$ cat src/verilog/mem_map_pkg.sv
// SDRAM memory map definitions
// Address and word widths, lane types, CPU work-RAM region
package mem_map_pkg;

    ////////////////////////////////////////
    // SDRAM port geometry
    ////////////////////////////////////////

    localparam int SDR_ADDR_W = 25;
    localparam int SDR_DATA_W = 16;

    // Byte address, word and byte-lane enables
    typedef logic [SDR_ADDR_W-1:0] sdr_addr_t;
    typedef logic [SDR_DATA_W-1:0] sdr_word_t;
    // Bit 1 selects the high byte
    typedef logic [1:0]            sdr_be_t;

    ////////////////////////////////////////
    // Regions
    ////////////////////////////////////////

    // CPU work RAM, upper nine bits prefix every high-score access
    localparam sdr_addr_t CPU_RAM_BASE = 25'h1F0_0000;

    // High-score port address, low 16 bits land in SDRAM
    localparam int HS_ADDR_W = 20;

endpackage

$ cat src/verilog/ioctl_pkg.sv
// Download stream definitions
// Index codes, ioctl widths and DIP bank size
package ioctl_pkg;

    localparam int IOCTL_ADDR_W = 25;

    typedef logic [7:0] ioctl_byte_t;

    // Download index codes
    localparam logic [7:0] IDX_ROM = 8'd0;
    localparam logic [7:0] IDX_DIP = 8'd254;

    // DIP storage and the part of it that leaves the core
    localparam int DIP_BYTES     = 8;
    localparam int DIP_OUT_BYTES = 3;

endpackage

$ cat src/verilog/ch3_arbiter.sv
// Fixed-priority arbiter for the shared SDRAM channel
// ROM download first, then high score, then CPU
module ch3_arbiter
    import mem_map_pkg::*;
(
    input  logic      clk_sys,
    input  logic      rst_n,
    input  logic      dl_active,
    input  logic      rom_req,
    input  sdr_addr_t rom_addr,
    input  sdr_word_t rom_din,
    input  sdr_be_t   rom_be,
    input  logic      hs_req,
    input  sdr_addr_t hs_addr,
    input  sdr_word_t hs_din,
    input  sdr_be_t   hs_be,
    input  logic      cpu_req,
    input  sdr_addr_t cpu_addr,
    input  sdr_word_t cpu_din,
    input  sdr_be_t   cpu_be,
    input  logic      sdr_rdy,
    output logic      rom_rdy,
    output logic      hs_rdy,
    output logic      cpu_rdy,
    output logic      sdr_req,
    output sdr_addr_t sdr_addr,
    output sdr_word_t sdr_din,
    output sdr_be_t   sdr_be,
    output logic      sdr_rnw
);

    typedef enum logic [1:0] {ST_IDLE, ST_ISSUE, ST_WAIT} state_t;
    typedef enum logic [1:0] {GNT_ROM, GNT_HS, GNT_CPU} grant_t;

    state_t state;
    grant_t grant;
    logic   rom_pend;
    logic   hs_pend;
    logic   cpu_pend;
    logic   done;

    assign done    = (state == ST_WAIT) && sdr_rdy;
    assign rom_rdy = done && (grant == GNT_ROM);
    assign hs_rdy  = done && (grant == GNT_HS);
    assign cpu_rdy = done && (grant == GNT_CPU);
    assign sdr_req = (state == ST_ISSUE);

    // Request pulses are held here until their access completes
    always_ff @(posedge clk_sys) begin
        if (!rst_n) begin
            rom_pend <= 1'b0;
            hs_pend  <= 1'b0;
            cpu_pend <= 1'b0;
        end else begin
            if (rom_req)
                rom_pend <= 1'b1;
            else if (rom_rdy)
                rom_pend <= 1'b0;
            if (hs_req)
                hs_pend <= 1'b1;
            else if (hs_rdy)
                hs_pend <= 1'b0;
            if (cpu_req)
                cpu_pend <= 1'b1;
            else if (cpu_rdy)
                cpu_pend <= 1'b0;
        end
    end

    ////////////////////////////////////////
    // Grant FSM
    ////////////////////////////////////////

    always_ff @(posedge clk_sys) begin
        if (!rst_n) begin
            state <= ST_IDLE;
            grant <= GNT_ROM;
        end else begin
            case (state)
                ST_IDLE: begin
                    // Download owns the channel until it ends
                    if (rom_pend) begin
                        grant <= GNT_ROM;
                        state <= ST_ISSUE;
                    end else if (!dl_active && hs_pend) begin
                        grant <= GNT_HS;
                        state <= ST_ISSUE;
                    end else if (!dl_active && cpu_pend) begin
                        grant <= GNT_CPU;
                        state <= ST_ISSUE;
                    end
                end
                ST_ISSUE: state <= ST_WAIT;
                ST_WAIT: begin
                    if (sdr_rdy)
                        state <= ST_IDLE;
                end
                default: state <= ST_IDLE;
            endcase
        end
    end

    // Granted client fields go straight to the SDRAM port
    always_comb begin
        case (grant)
            GNT_ROM: begin
                sdr_addr = rom_addr;
                sdr_din  = rom_din;
                sdr_be   = rom_be;
            end
            GNT_HS: begin
                sdr_addr = hs_addr;
                sdr_din  = hs_din;
                sdr_be   = hs_be;
            end
            default: begin
                sdr_addr = cpu_addr;
                sdr_din  = cpu_din;
                sdr_be   = cpu_be;
            end
        endcase
    end

    // No lane enabled means a read
    assign sdr_rnw = ~|sdr_be;

endmodule

$ cat src/verilog/rom_download_counter.sv
// ROM download byte counter
// Turns the ioctl byte stream into addressed SDRAM byte writes
module rom_download_counter
    import mem_map_pkg::*;
    import ioctl_pkg::*;
(
    input  logic        clk_sys,
    input  logic        rst_n,
    input  logic        ioctl_download,
    input  logic [7:0]  ioctl_index,
    input  logic        ioctl_wr,
    input  ioctl_byte_t ioctl_dout,
    input  logic        rom_rdy,
    output logic        ioctl_wait,
    output logic        dl_active,
    output logic        rom_req,
    output sdr_addr_t   rom_addr,
    output sdr_word_t   rom_din,
    output sdr_be_t     rom_be
);

    logic      dl_rom;
    logic      dl_start;
    logic      rom_wr;
    logic      wait_q;
    sdr_addr_t byte_cnt;
    sdr_addr_t cur_cnt;

    assign dl_rom   = ioctl_download && (ioctl_index == IDX_ROM);
    assign dl_start = dl_rom && !dl_active;
    assign rom_wr   = ioctl_wr && dl_rom;

    // Count restarts at zero with each new download
    assign cur_cnt = dl_start ? '0 : byte_cnt;

    // Stream is released in the cycle the write completes
    assign ioctl_wait = wait_q && !rom_rdy;

    always_ff @(posedge clk_sys) begin
        if (!rst_n) begin
            dl_active <= 1'b0;
            rom_req   <= 1'b0;
            wait_q    <= 1'b0;
            byte_cnt  <= '0;
        end else begin
            dl_active <= dl_rom;
            rom_req   <= rom_wr;
            if (rom_wr)
                wait_q <= 1'b1;
            else if (rom_rdy)
                wait_q <= 1'b0;
            if (rom_wr)
                byte_cnt <= cur_cnt + 1'b1;
            else if (dl_start)
                byte_cnt <= '0;
        end
    end

    // Byte on both lanes, odd addresses take the high lane
    always_ff @(posedge clk_sys) begin
        if (rom_wr) begin
            rom_addr <= cur_cnt;
            rom_din  <= {ioctl_dout, ioctl_dout};
            rom_be   <= cur_cnt[0] ? 2'b10 : 2'b01;
        end
    end

endmodule

$ cat src/verilog/hiscore_bridge.sv
// High-score byte port into the CPU work-RAM region
// Edge-detected requests, byte extraction on read return
module hiscore_bridge
    import mem_map_pkg::*;
    import ioctl_pkg::*;
(
    input  logic                 clk_sys,
    input  logic                 rst_n,
    input  logic [HS_ADDR_W-1:0] hs_address,
    input  ioctl_byte_t          hs_data_in,
    input  logic                 hs_read,
    input  logic                 hs_write,
    input  logic                 hs_rdy,
    input  sdr_word_t            sdr_dout,
    output logic                 hs_req,
    output sdr_addr_t            hs_addr,
    output sdr_word_t            hs_din,
    output sdr_be_t              hs_be,
    output ioctl_byte_t          hs_data_out,
    output logic                 hs_data_ready
);

    logic rd_q;
    logic wr_q;
    logic active;
    logic start;

    // New access only on a rising edge and with nothing in flight
    assign start = !active && ((hs_write && !wr_q) || (hs_read && !rd_q));

    always_ff @(posedge clk_sys) begin
        if (!rst_n) begin
            rd_q          <= 1'b0;
            wr_q          <= 1'b0;
            active        <= 1'b0;
            hs_req        <= 1'b0;
            hs_data_ready <= 1'b0;
        end else begin
            rd_q          <= hs_read;
            wr_q          <= hs_write;
            hs_req        <= start;
            hs_data_ready <= active && hs_rdy;
            if (start)
                active <= 1'b1;
            else if (hs_rdy)
                active <= 1'b0;
        end
    end

    ////////////////////////////////////////
    // Request fields and read data
    ////////////////////////////////////////

    always_ff @(posedge clk_sys) begin
        if (start) begin
            hs_addr <= {CPU_RAM_BASE[SDR_ADDR_W-1:16], hs_address[15:0]};
            hs_din  <= {hs_data_in, hs_data_in};
            // Read leaves both lanes off
            hs_be   <= hs_write ? {hs_address[0], ~hs_address[0]} : 2'b00;
        end
        if (active && hs_rdy)
            hs_data_out <= hs_addr[0] ? sdr_dout[15:8] : sdr_dout[7:0];
    end

endmodule

$ cat src/verilog/dip_switch_bank.sv
// DIP switch register file loaded from the download stream
module dip_switch_bank
    import ioctl_pkg::*;
(
    input  logic                       clk_sys,
    input  logic                       rst_n,
    input  logic                       ioctl_wr,
    input  logic [7:0]                 ioctl_index,
    input  logic [IOCTL_ADDR_W-1:0]    ioctl_addr,
    input  ioctl_byte_t                ioctl_dout,
    output logic [DIP_OUT_BYTES*8-1:0] dip_sw
);

    ioctl_byte_t dip_mem [DIP_BYTES];

    always_ff @(posedge clk_sys) begin
        if (!rst_n) begin
            for (int i = 0; i < DIP_BYTES; i++)
                dip_mem[i] <= '0;
        end else if (ioctl_wr && (ioctl_index == IDX_DIP) &&
                     (ioctl_addr < IOCTL_ADDR_W'(DIP_BYTES))) begin
            dip_mem[ioctl_addr[$clog2(DIP_BYTES)-1:0]] <= ioctl_dout;
        end
    end

    // Byte 0 in the low bits
    always_comb begin
        for (int i = 0; i < DIP_OUT_BYTES; i++)
            dip_sw[i*8 +: 8] = dip_mem[i];
    end

endmodule

$ cat src/verilog/ch3_mux_top.sv
// Shared SDRAM channel request side
// ROM download, high score and CPU clients behind one arbiter, DIP bank
module ch3_mux_top
    import mem_map_pkg::*;
    import ioctl_pkg::*;
(
    input  logic                       clk_sys,
    input  logic                       rst_n,
    input  logic                       ioctl_download,
    input  logic [7:0]                 ioctl_index,
    input  logic                       ioctl_wr,
    input  logic [IOCTL_ADDR_W-1:0]    ioctl_addr,
    input  ioctl_byte_t                ioctl_dout,
    input  logic [HS_ADDR_W-1:0]       hs_address,
    input  ioctl_byte_t                hs_data_in,
    input  logic                       hs_read,
    input  logic                       hs_write,
    input  logic                       cpu_req,
    input  sdr_addr_t                  cpu_addr,
    input  sdr_word_t                  cpu_din,
    input  sdr_be_t                    cpu_be,
    input  logic                       sdr_rdy,
    input  sdr_word_t                  sdr_dout,
    output logic                       ioctl_wait,
    output ioctl_byte_t                hs_data_out,
    output logic                       hs_data_ready,
    output logic                       cpu_rdy,
    output sdr_word_t                  cpu_dout,
    output logic [DIP_OUT_BYTES*8-1:0] dip_sw,
    output logic                       sdr_req,
    output sdr_addr_t                  sdr_addr,
    output sdr_word_t                  sdr_din,
    output sdr_be_t                    sdr_be,
    output logic                       sdr_rnw
);

    logic      dl_active;
    logic      rom_req;
    logic      rom_rdy;
    sdr_addr_t rom_addr;
    sdr_word_t rom_din;
    sdr_be_t   rom_be;
    logic      hs_req;
    logic      hs_rdy;
    sdr_addr_t hs_addr;
    sdr_word_t hs_din;
    sdr_be_t   hs_be;

    // CPU reads straight off the shared read bus
    assign cpu_dout = sdr_dout;

    ////////////////////////////////////////
    // Clients
    ////////////////////////////////////////

    rom_download_counter u_rom_dl (
        .clk_sys        (clk_sys),
        .rst_n          (rst_n),
        .ioctl_download (ioctl_download),
        .ioctl_index    (ioctl_index),
        .ioctl_wr       (ioctl_wr),
        .ioctl_dout     (ioctl_dout),
        .rom_rdy        (rom_rdy),
        .ioctl_wait     (ioctl_wait),
        .dl_active      (dl_active),
        .rom_req        (rom_req),
        .rom_addr       (rom_addr),
        .rom_din        (rom_din),
        .rom_be         (rom_be)
    );

    hiscore_bridge u_hiscore (
        .clk_sys       (clk_sys),
        .rst_n         (rst_n),
        .hs_address    (hs_address),
        .hs_data_in    (hs_data_in),
        .hs_read       (hs_read),
        .hs_write      (hs_write),
        .hs_rdy        (hs_rdy),
        .sdr_dout      (sdr_dout),
        .hs_req        (hs_req),
        .hs_addr       (hs_addr),
        .hs_din        (hs_din),
        .hs_be         (hs_be),
        .hs_data_out   (hs_data_out),
        .hs_data_ready (hs_data_ready)
    );

    dip_switch_bank u_dip (
        .clk_sys     (clk_sys),
        .rst_n       (rst_n),
        .ioctl_wr    (ioctl_wr),
        .ioctl_index (ioctl_index),
        .ioctl_addr  (ioctl_addr),
        .ioctl_dout  (ioctl_dout),
        .dip_sw      (dip_sw)
    );

    ////////////////////////////////////////
    // Channel arbitration
    ////////////////////////////////////////

    ch3_arbiter u_arb (
        .clk_sys   (clk_sys),
        .rst_n     (rst_n),
        .dl_active (dl_active),
        .rom_req   (rom_req),
        .rom_addr  (rom_addr),
        .rom_din   (rom_din),
        .rom_be    (rom_be),
        .hs_req    (hs_req),
        .hs_addr   (hs_addr),
        .hs_din    (hs_din),
        .hs_be     (hs_be),
        .cpu_req   (cpu_req),
        .cpu_addr  (cpu_addr),
        .cpu_din   (cpu_din),
        .cpu_be    (cpu_be),
        .sdr_rdy   (sdr_rdy),
        .rom_rdy   (rom_rdy),
        .hs_rdy    (hs_rdy),
        .cpu_rdy   (cpu_rdy),
        .sdr_req   (sdr_req),
        .sdr_addr  (sdr_addr),
        .sdr_din   (sdr_din),
        .sdr_be    (sdr_be),
        .sdr_rnw   (sdr_rnw)
    );

endmodule

$ cat config.mk
export PLATFORM = sky130hd
export DESIGN_NAME = ch3_mux_top
export DESIGN_NICKNAME = d
export VERILOG_FILES = /design/src/verilog/mem_map_pkg.sv /design/src/verilog/ioctl_pkg.sv /design/src/verilog/ch3_arbiter.sv /design/src/verilog/rom_download_counter.sv /design/src/verilog/hiscore_bridge.sv /design/src/verilog/dip_switch_bank.sv /design/src/verilog/ch3_mux_top.sv
export SDC_FILE = /design/constraint.sdc
export NUM_CORES = 1
export LEC_CHECK = 0
export BUFFER_PORTS_ARGS = -buffer_cell sky130_fd_sc_hd__buf_2
export CORE_MARGIN = 1
export CORE_UTILIZATION = 33
export DETAILED_ROUTE_END_ITERATION = 8
export GPL_TIMING_DRIVEN = 0
export SLEW_MARGIN = 20
export SYNTH_ARGS = -nofsm -noshare
export SYNTH_HDL_FRONTEND = slang
export SYNTH_SLANG_ARGS = --single-unit
$ cat constraint.sdc
create_clock -name clk_sys -period 3.58 [get_ports clk_sys]
set_input_delay 0.358 -clock clk_sys [delete_from_list [all_inputs] [get_ports clk_sys]]
set_output_delay 0.358 -clock clk_sys [all_outputs]
set_load 0.05 [all_outputs]
# After elaboration in Yosys (flattened, before gate mapping)
# Memories as Yosys holds them, arrays and structs flattened.
# Cells that the tools add are included.
[totals] regBits=125 ramBits=64 in_bits=136 elab_cells=98 memories=1
[op_classes] n_addsub=1 order_cmp=1 n_eq_ne=7 muxes=30 bitwise=1 n_reduce_logical=36
[mem_list] memory="u_dip.dip_mem" words=8 width=8 rd=3 rd_clocked_by_memory_dff=0 wr=8 line_no="dip_switch_bank.sv:14" text="ioctl_byte_t dip_mem [DIP_BYTES];"
[op_table] operator="$mux 25" count=2
[op_table] operator="$pmux 25 s2" count=1
[op_table] operator="$pmux 16 s2" count=1
[op_table] operator="$add 25x1->25 const B" count=1
[op_table] operator="$lt 25x4->1 const B" count=1
[op_table] operator="$logic_and 1x1->1" count=16
[op_table] operator="$mux 2" count=8
[op_table] operator="$mux 8" count=2
[op_table] operator="$mux 1" count=13
[op_table] operator="$reduce_bool 2->1" count=5
[op_table] operator="$eq 8x8->1 const B" count=1
[op_table] operator="$logic_not 8->1" count=1
[op_table] operator="$reduce_or 8->1" count=1
[op_table] operator="$logic_not 1->1" count=6
[op_table] operator="$pmux 2 s3" count=1
[op_table] operator="$eq 2x1->1 const B" count=2
[op_table] operator="$eq 2x2->1 const B" count=2
[op_table] operator="$logic_not 2->1" count=2
[op_table] operator="$ne 4x1->1 const B" count=1
[op_table] operator="$pmux 2 s2" count=1
[op_table] operator="$reduce_and 2->1" count=2
[op_table] operator="$mux 3" count=1
[op_table] operator="$reduce_bool 3->1" count=1
[op_table] operator="$ne 2x2->1 const B" count=1
[op_table] operator="3 further kinds" count=3

# Longest topological paths before layout
# Gate-level depths: netlist of the first run.
[depth] word_depth=8 mapped_depth=10 mapped_depth_nobuf=8

# By module
# From an unflattened synthesis of the first run, not the netlist that was laid out.
[hier_totals] cells_unflattened=597 hier_area_um2=6801.5
[by_module_without_submodules] module="rom_download_counter" instances=1 cells_each=238 area_each_um2=2670.1 seq_area_each_um2=1581.5
[by_module_without_submodules] module="hiscore_bridge" instances=1 cells_each=80 area_each_um2=1475.2 seq_area_each_um2=1121.1
[by_module_without_submodules] module="dip_switch_bank" instances=1 cells_each=79 area_each_um2=1282.5 seq_area_each_um2=720.7
[by_module_without_submodules] module="ch3_arbiter" instances=1 cells_each=184 area_each_um2=1253.7 seq_area_each_um2=140.1
[by_module_without_submodules] module="ch3_mux_top" instances=1 cells_each=16 area_each_um2=120.1 seq_area_each_um2=0.0

# Least setup slack after synthesis of the first run
# OpenSTA, ideal clock, no wires.
[synth_timing] path_type="reg-to-output" startpoint="register u_arb.grant[0]" endpoint="output port sdr_rnw" arrival_time_ps=2590 required_ps=3222 setup_slack_ps=632 path_stages_with_launch=5 n_path_buf=1 cell_sequence="dfxtp_1 > clkbuf_1 > mux2i_1 > o21ai_0 > nor2_1"
[synth_between] elab_chain_len=4
[synth_lines] element="start: declaration" line_no="ch3_arbiter.sv:36" text="grant_t grant;"
[synth_lines] element="start signal: assignment" line_no="ch3_arbiter.sv:77" text="grant <= GNT_ROM;"
[synth_lines] element="start signal: assignment" line_no="ch3_arbiter.sv:83" text="grant <= GNT_ROM;"
[synth_lines] element="start signal: assignment" line_no="ch3_arbiter.sv:86" text="grant <= GNT_HS;"
[synth_lines] element="$eq 2x1->1 / $logic_not 2->1 (equally long branches)" line_no="ch3_arbiter.sv:105" text="case (grant)"
[synth_lines] element="$pmux 2 s2 (*)" line_no="ch3_arbiter.sv:105"
[synth_lines] element="via sdr_be[0]" line_no="ch3_mux_top.sv:33" text="output sdr_be_t sdr_be,"
[synth_lines] element="$reduce_or 2->1 (*)" line_no="ch3_arbiter.sv:125" text="assign sdr_rnw = ~|sdr_be;"
[synth_lines] element="$logic_not 1->1 (*)" line_no="ch3_arbiter.sv:125"
[synth_lines] element="end: declaration" line_no="ch3_mux_top.sv:34" text="output logic sdr_rnw"
# Mark *: on every way through the listed nets, which the timed path passes. The rest lies on a longest branch.

# Final worst setup path of the first run
[layout_timing] startpoint="register u_rom_dl.dl_active" endpoint="register u_rom_dl.byte_cnt[16]"
[layout_between] elab_chain_len=5
[layout_lines] element="start: declaration" line_no="rom_download_counter.sv:15" text="output logic dl_active,"
[layout_lines] element="start signal: assignment" line_no="rom_download_counter.sv:46" text="dl_active <= dl_rom;"
[layout_lines] element="$logic_not 1->1" line_no="rom_download_counter.sv:30" text="assign dl_start = dl_rom && !dl_active;"
[layout_lines] element="$logic_and 1x1->1" line_no="rom_download_counter.sv:30"
[layout_lines] element="$mux 25" line_no="rom_download_counter.sv:34" text="assign cur_cnt = dl_start ? '0 : byte_cnt;"
[layout_lines] element="via u_rom_dl.cur_cnt[1]" line_no="rom_download_counter.sv:27" text="sdr_addr_t cur_cnt;"
[layout_lines] element="$add 25x1->25" line_no="rom_download_counter.sv:53" text="byte_cnt <= cur_cnt + 1'b1;"
[layout_lines] element="$mux 25" line_no="rom_download_counter.sv:52" text="if (rom_wr)"
[layout_lines] element="end signal: assignment" line_no="rom_download_counter.sv:53"
[layout_lines] element="end: declaration" line_no="rom_download_counter.sv:26" text="sdr_addr_t byte_cnt;"
# The timed path passes the listed nets, and every way through them passes these cells.
# A chain may end at the register's enable or synchronous reset.

==> flow_metrics.py, run 1 <==
metrics = {
    "synthesis": {
        "synthTopCellsByArea": "edfxtp_1 (44%), dfxtp_1 (13%), and2_1 (5.2%)",
        "mappedNetlistArea_sq_um": 6228,
        "synth-simple-area-share_pct": 20.77,
        "synthCells": 569,
        "synthesis.nets": 706,
        "synth_compound_area_share_pct": 11.17,
        "synthArstFlopShare_pct": 0,
        "ys_seq_elements": 132,
        "yosys.area.top_type": "edfxtp_1",
        "yosys_warnings": 0,
        "synthMuxAreaShare_pct": 5.303,
        "synth_xor_area_share_pct": 0.1406,
        "synth_flop_cell": "edfxtp_1",
        "synth_top_area_share_pct": 44.36,
        "synth_fa_ha_area_share_pct": 0.2009,
        "synth.yosys.seq_area_share_pct": 57.21,
        "syn_avg_cell_area_sq_um": 10.95,
        "synth_top_family_by_area": "simple AND/OR/NAND/NOR gates",
        "synth-edff-count": 92,
        "synth.distinct_cells": 54,
    },
    "worst_setup_path": {
        "r2r-start": "u_rom_dl.dl_active",
        "startpoint_type": "flop",
        "regToRegSetupSlack_ns": 0.23,
        "r2r_cells": 10,
        "max_stage_delay_ns": 0.62,
        "required_ns": 3.93,
        "r2r-end": "u_rom_dl.byte_cnt[16]",
        "endpoint_kind": "flop",
        "cp_top_family": "simple AND/OR/NAND/NOR gates",
        "critPathBufInv": 2,
        "critPathLaunch": "u_rom_dl.dl_active",
        "crit_path_cell_trace": "nor4b_1, nand3_1, clkbuf_1, and2_1, ha_1, and4_1, nand4_1, clkbuf_1, o311ai_0, a21oi_1",
        "cp_common_cell": "clkbuf_1",
        "critPathMaxFanout": 10,
        "cp.arrival_ns": 3.70,
        "worstSetupPathType": "reg -> reg",
        "crit_slowest_cell": "nor4b_1",
    },
    "clock_tree": {
        "cts-buffers-inserted": 17,
        "cts-root-buf": "clkbuf_16",
        "cts_tree": "built",
        "cts_buffer_depth": 2,
        "cts_resized": 0,
        "ctsHtreeMaxLevel": 4,
        "postCtsHoldBufs": 0,
        "insertion_delay_ns": 0.43,
        "post_cts_buffers": 0,
        "clk_pin_slew_ns": 0.06,
        "cts.sinks": 132,
    },
    "min_path": {
        "min_from": "hs_address[9]",
        "hold_depth": 1,
        "min_to": "u_hiscore.hs_addr[9]",
        "hp-class": "in -> reg",
    },
    "timing": {
        "clock_skew_ns": 0.009751,
        "fin_crit_sh_pct": 93.59,
        "relSlewSlack_pct": 43.59,
        "slew_viol_final": 0,
        "hold_ws_ns": 0.1021,
        "finalHoldViolCount": 0,
        "worst_pin_slew_ns": 0.8449,
        "max_freq_mhz": 298.4,
        "rsz0062_at_grt": "no",
        "setup_viol": 0,
        "fin_tns_setup_ns": 0,
        "fin_crit_ns": 3.351,
    },
    "detailed_routing": {
        "wire_per_inst_microns": 16.15,
        "drt_wl_total_mm": 17.09,
        "drt-initial-drc-count": 316,
        "via_count": 5277,
        "antenna_left": 0,
        "vias_per_cell": 4.988,
        "route.detailed.drc": 0,
        "dr.pass1.iters": 5,
    },
    "grt": {
        "grt_max_degree": 36,
        "grt-ovfl-total": 0,
        "grt_usage_pct": 18.29,
        "grt_pass1_wl_mm": 27.24,
        "antenna_found_initial": 0,
        "grt_pass1_vias": 5099,
    },
    "pwr": {
        "vdd_drop_max_mv": 0.3331,
        "powerDensity_nw_per_um2": 514.9,
        "leakagePower_nw": 3.293,
        "finalPower_mw": 4.284,
    },
    "cells_and_area": {
        "areaGrowthSynthToFinish_pct": 33.57,
        "diodes": 0,
        "layout-drive-gt1-share_pct": 36.31,
        "final_cell_mix": "buf_2 (231), edfxtp_1 (92), and2_1 (52)",
        "final_common_cell": "buf_2",
        "nNetsFinal": 953,
    },
    "placement": {
        "hpwl_mm": 12.85,
        "numPortBuffers": 227,
        "gp_congestion": 0.7840,
    },
    "die": {
        "initial_core_util_pct": 34.21,
        "io_pins": 232,
        "die_area_sq_um": 19430,
        "die_y_microns": 139.4,
        "die_x_microns": 139.4,
        "rows": 49,
        "core_area_sq_um": 18210,
    },
    "outcome": {
        "status": "finished, final reports clean",
    },
    "job": {
        "drv_cap": 0,
    },
}
## area by class of cell
cell class	instances	area (sq um)
Fill cell	1730	9889
Sequential cell	132	3563
Timing Repair Buffer	228	1164
Clock inverter	15	191.4
Clock buffer	17	425.4
Buffer	43	226.5
Multi-Input combinational cell	368	2365
Tap cell	229	286.5
Inverter	26	97.59
## per-layer routing
| layer | routed length (microns) | global-route usage, % |
|---|---|---|
| met5 | 0 | 0 |
| met4 | 369 | 8.187 |
| met3 | 959 | 3.544 |
| met2 | 8051 | 29.73 |
| met1 | 7706 | 23.61 |
## metrics by stage
step	util, %	area (sq um)	std cells	worst slack, ns
4_1_cts	45.65	8313	1058	0.3037
3_3_place_gp	42.02	7651	1025	0.2834
5_1_grt	45.69	8319	1058	0.006071
6_report	45.69	8319	1058	0.2293
2_1_floorplan	-	6228	569	0.6321
3_5_place_dp	42.27	7696	1026	0.2881
## cells in the mapped netlist, drive strengths merged (2+ instances only)
master / instances
nand4: 14
nor2: 29
and4: 7
o31ai: 7
a211oi: 8
o211ai: 2
nand2b: 10
o21a: 2
nor3b: 2
dfxtp: 40
a21oi: 43
nand2: 43
nor4b: 2
nand3: 9
clkbuf: 23
and3: 6
nor4: 14
nor4bb: 3
o21ai: 28
mux2i: 24
a22o: 4
a311oi: 2
and2: 52
buf: 20
or4: 8
a31oi: 5
or3: 5
a211o: 3
o41ai: 2
mux2: 8
nor2b: 11
edfxtp: 92
inv: 25
nand4bb: 2
## sequential cells by signal, summed over array words and instances, names as in the netlist, 2 cells and up
name	flops
u_hiscore.hs_data_out	8
u_arb.grant	2
u_arb.state	2
u_hiscore.hs_din	8
u_dip.dip_mem	24
u_rom_dl.byte_cnt	25
u_hiscore.hs_be	2
u_rom_dl.rom_addr	25
u_rom_dl.rom_din	8
u_hiscore.hs_addr	16
## how the worst max path moves through the flow
stage,to,slack (ns),cells past startpoint
6_report,u_rom_dl.byte_cnt[16],0.23,10
5_1_grt,u_rom_dl.byte_cnt[16],0.006,10
4_1_cts,u_rom_dl.byte_cnt[16],0.30,10
3_5_place_dp,u_rom_dl.byte_cnt[16],0.29,11
3_3_place_gp,u_rom_dl.byte_cnt[16],0.28,11
2_1_floorplan,sdr_rnw,0.63,4
## where the power goes
| part | internal [mW] | switching [mW] |
|---|---|---|
| logic | 0.204 | 0.567 |
| registers | 1.68 | 0.0174 |
| clock network | 1.11 | 0.707 |
| total | 2.99 | 1.29 |
## kinds of logic after synthesis
kind of cell / Yosys count
AND/OR/NAND/NOR: 220
flip-flops: 132
AO/OA/AOI/OAI: 114
buffers and inverters: 69
multiplexers: 32
XOR/XNOR: 1
adder cells (fa/ha/maj): 1
## worst reg2reg max path, stage by stage, from the launching register on
cell and delay [ns]:
dfxtp_1 0.42, nor4b_1 0.62, nand3_1 0.42, clkbuf_1 0.30, and2_1 0.23, ha_1 0.21
and4_1 0.22, nand4_1 0.14, clkbuf_1 0.35, o311ai_0 0.20, a21oi_1 0.17
Power figures use the tool's default switching activity.
==> run 2: changes to the inputs <==
--- a/config.mk
+++ b/config.mk
@@ -6,6 +6,7 @@
 export NUM_CORES = 1
 export LEC_CHECK = 0
 export BUFFER_PORTS_ARGS = -buffer_cell sky130_fd_sc_hd__buf_2
+export CORE_ASPECT_RATIO = 0.75
 export CORE_MARGIN = 1
 export CORE_UTILIZATION = 33
 export DETAILED_ROUTE_END_ITERATION = 8
==> run 2 against run 1 <==
Effect of this change: clock power shrank 2%; wire length is 0.71% lower; critical path depth unchanged; sequential share of layout area is 0.10 points lower; final area grew 0.24%; sequential power is essentially flat; utilization fell by 0.63 points; register-to-register slack improved by 0.11 ns; critical endpoint is now u_rom_dl.byte_cnt[20].
==> flow_metrics.py, run 2 (synthesis gave the netlist of run 1 again) <==
metrics = {
    "timing": {
        "rsz0062_at_grt": "no",
        "fin_tns_setup_ns": 0,
        "slew_viol_final": 0,
        "fin_crit_sh_pct": 90.41,
        "relSlewSlack_pct": 50.57,
        "max_freq_mhz": 309.0,
        "fin_crit_ns": 3.237,
        "finalHoldViolCount": 0,
        "worst_pin_slew_ns": 0.7347,
        "clock_skew_ns": 0.007946,
        "postLayoutSetupSlackWorst_ns": 0.3433,
        "setup_viol": 0,
    },
    "clock_tree": {
        "cts_buffer_depth": 2,
        "cts.sinks": 132,
        "cts-buffers-inserted": 17,
        "cts_resized": 0,
        "clk_pin_slew_ns": 0.06,
        "insertion_delay_ns": 0.42,
        "postCtsHoldBufs": 0,
        "cts_tree": "built",
        "post_cts_buffers": 0,
        "cts-root-buf": "clkbuf_16",
        "ctsHtreeMaxLevel": 4,
    },
    "die": {
        "die_x_microns": 160.6,
        "die_y_microns": 121.0,
        "rows": 43,
        "core_area_sq_um": 18510,
        "die_area_sq_um": 19430,
        "initial_core_util_pct": 33.65,
        "io_pins": 232,
    },
    "placement": {
        "place_ws_ns": 0.04863,
        "numPortBuffers": 227,
        "gp_congestion": 0.8542,
        "hpwl_mm": 12.77,
    },
    "min_path": {
        "min_to": "u_hiscore.hs_addr[12]",
        "hp-class": "in -> reg",
        "min_from": "hs_address[12]",
        "hold_depth": 1,
    },
    "worst_setup_path": {
        "max_stage_delay_ns": 0.54,
        "crit_slowest_cell": "nor4_1",
        "r2r_cells": 10,
        "regToRegSetupSlack_ns": 0.34,
        "critPathMaxFanout": 10,
        "r2r-end": "u_rom_dl.byte_cnt[20]",
        "startpoint_type": "flop",
        "cp.arrival_ns": 3.58,
        "worstSetupPathType": "reg -> reg",
        "endpoint_kind": "flop",
        "crit_path_cell_trace": "nor4b_2, nand3_2, clkbuf_1, and2_1, ha_1, and4_1, nand4_1, clkbuf_1, nor4_1, mux2i_1",
        "required_ns": 3.93,
        "critPathBufInv": 2,
        "cp_common_cell": "clkbuf_1",
        "cp_top_family": "simple AND/OR/NAND/NOR gates",
        "r2r-start": "u_rom_dl.dl_active",
    },
    "grt": {
        "antenna_found_initial": 1,
        "grt_pass1_wl_mm": 25.73,
        "grt_usage_pct": 17.59,
        "grt-ovfl-total": 0,
        "grt_pass1_vias": 4620,
        "grt_max_degree": 36,
    },
    "pwr": {
        "leakagePower_nw": 3.298,
        "vdd_drop_max_mv": 0.3953,
        "powerDensity_nw_per_um2": 508.9,
    },
    "detailed_routing": {
        "drt_wl_total_mm": 16.97,
        "drt-initial-drc-count": 356,
        "vias_per_cell": 4.824,
        "wire_per_inst_microns": 15.77,
        "via_count": 5191,
        "dr.pass1.iters": 4,
        "antenna_left": 0,
        "route.detailed.drc": 0,
    },
    "cells_and_area": {
        "final_common_cell": "buf_2",
        "final_cell_mix": "buf_2 (231), edfxtp_1 (92), and2_1 (52)",
        "fillers": 1737,
        "nNetsFinal": 953,
        "areaGrowthSynthToFinish_pct": 33.89,
        "diodes": 0,
        "layout-drive-gt1-share_pct": 36.31,
        "top_regs": "u_rom_dl.byte_cnt x25, u_rom_dl.rom_addr x25, u_dip.dip_mem x24",
    },
    "outcome": {
        "status": "finished, final reports clean",
    },
    "job": {
        "drv_cap": 0,
    },
}
==> run 2: changes by cell type in the layout (fill, tap and decap cells not counted) <==
| cell | change |
|---|---|
| clkbuf_1 | +2 |
| nand3_1 | -1 |
| nor4b_2 | +1 |
| clkbuf_8 | +1 |
| nand3_2 | +1 |
| nor4b_1 | -1 |
| clkinvlp_4 | -2 |
| inv_6 | -5 |
| clkinv_2 | +3 |
| clkinv_4 | +1 |
==> run 2: routing by layer <==
| layer | global-route usage (%) | up-vias | wire [microns] |
|---|---|---|---|
| met5 | 0 | - | 0 |
| met4 | 6.190 | 0 | 221 |
| met3 | 3.418 | 15 | 1176 |
| met2 | 25.92 | 225 | 7271 |
| met1 | 25.53 | 2370 | 8296 |
| li1 | - | 2581 | - |
==> run 2: how the worst max path moves through the flow <==
stage                     slack, ns                     to          startpoint  cells past startpoint
after floorplan                0.63                sdr_rnw      u_arb.grant[0]                      4
after CTS                      0.15  u_rom_dl.byte_cnt[16]  u_rom_dl.dl_active                     10
after global routing           0.15  u_rom_dl.byte_cnt[20]  u_rom_dl.dl_active                     10
after detailed placement       0.05  u_rom_dl.byte_cnt[20]      ioctl_index[2]                     11
final                          0.34  u_rom_dl.byte_cnt[20]  u_rom_dl.dl_active                     10
after global placement         0.05  u_rom_dl.byte_cnt[20]      ioctl_index[2]                     11
==> run 2: area by class of cell <==
class	instances	area, sq um	share of cell area [%]
buffer	43	226.5	2.716
clock buffer	20	446.7	5.356
clock inverter	12	156.4	1.875
inverter	26	97.59	1.170
multi-input combinational	368	2376	28.49
sequential	132	3563	42.73
tap	247	309.0	3.706
timing repair buffer	228	1164	13.95
==> run 2: where the power goes <==
| part | internal [mW] | switching (mW) |
|---|---|---|
| Sequential | 1.68 | 0.0171 |
| Combinational | 0.204 | 0.566 |
| Clock | 1.12 | 0.662 |
| Total | 3.00 | 1.25 |
==> run 2: metrics by stage <==
step                      total power, mW  utilization (%)  hold slack [ns]  instance area [sq um]  std cells
after floorplan                     2.258                -           0.4130                   6228        569
final                               4.243            45.06           0.1130                   8339       1076
after global placement              2.489            41.46           0.4208                   7674       1043
after CTS                           4.267            44.96           0.1006                   8322       1076
after global routing                4.386            45.06          0.09771                   8339       1076
after detailed placement            2.500            41.71           0.4246                   7719       1044
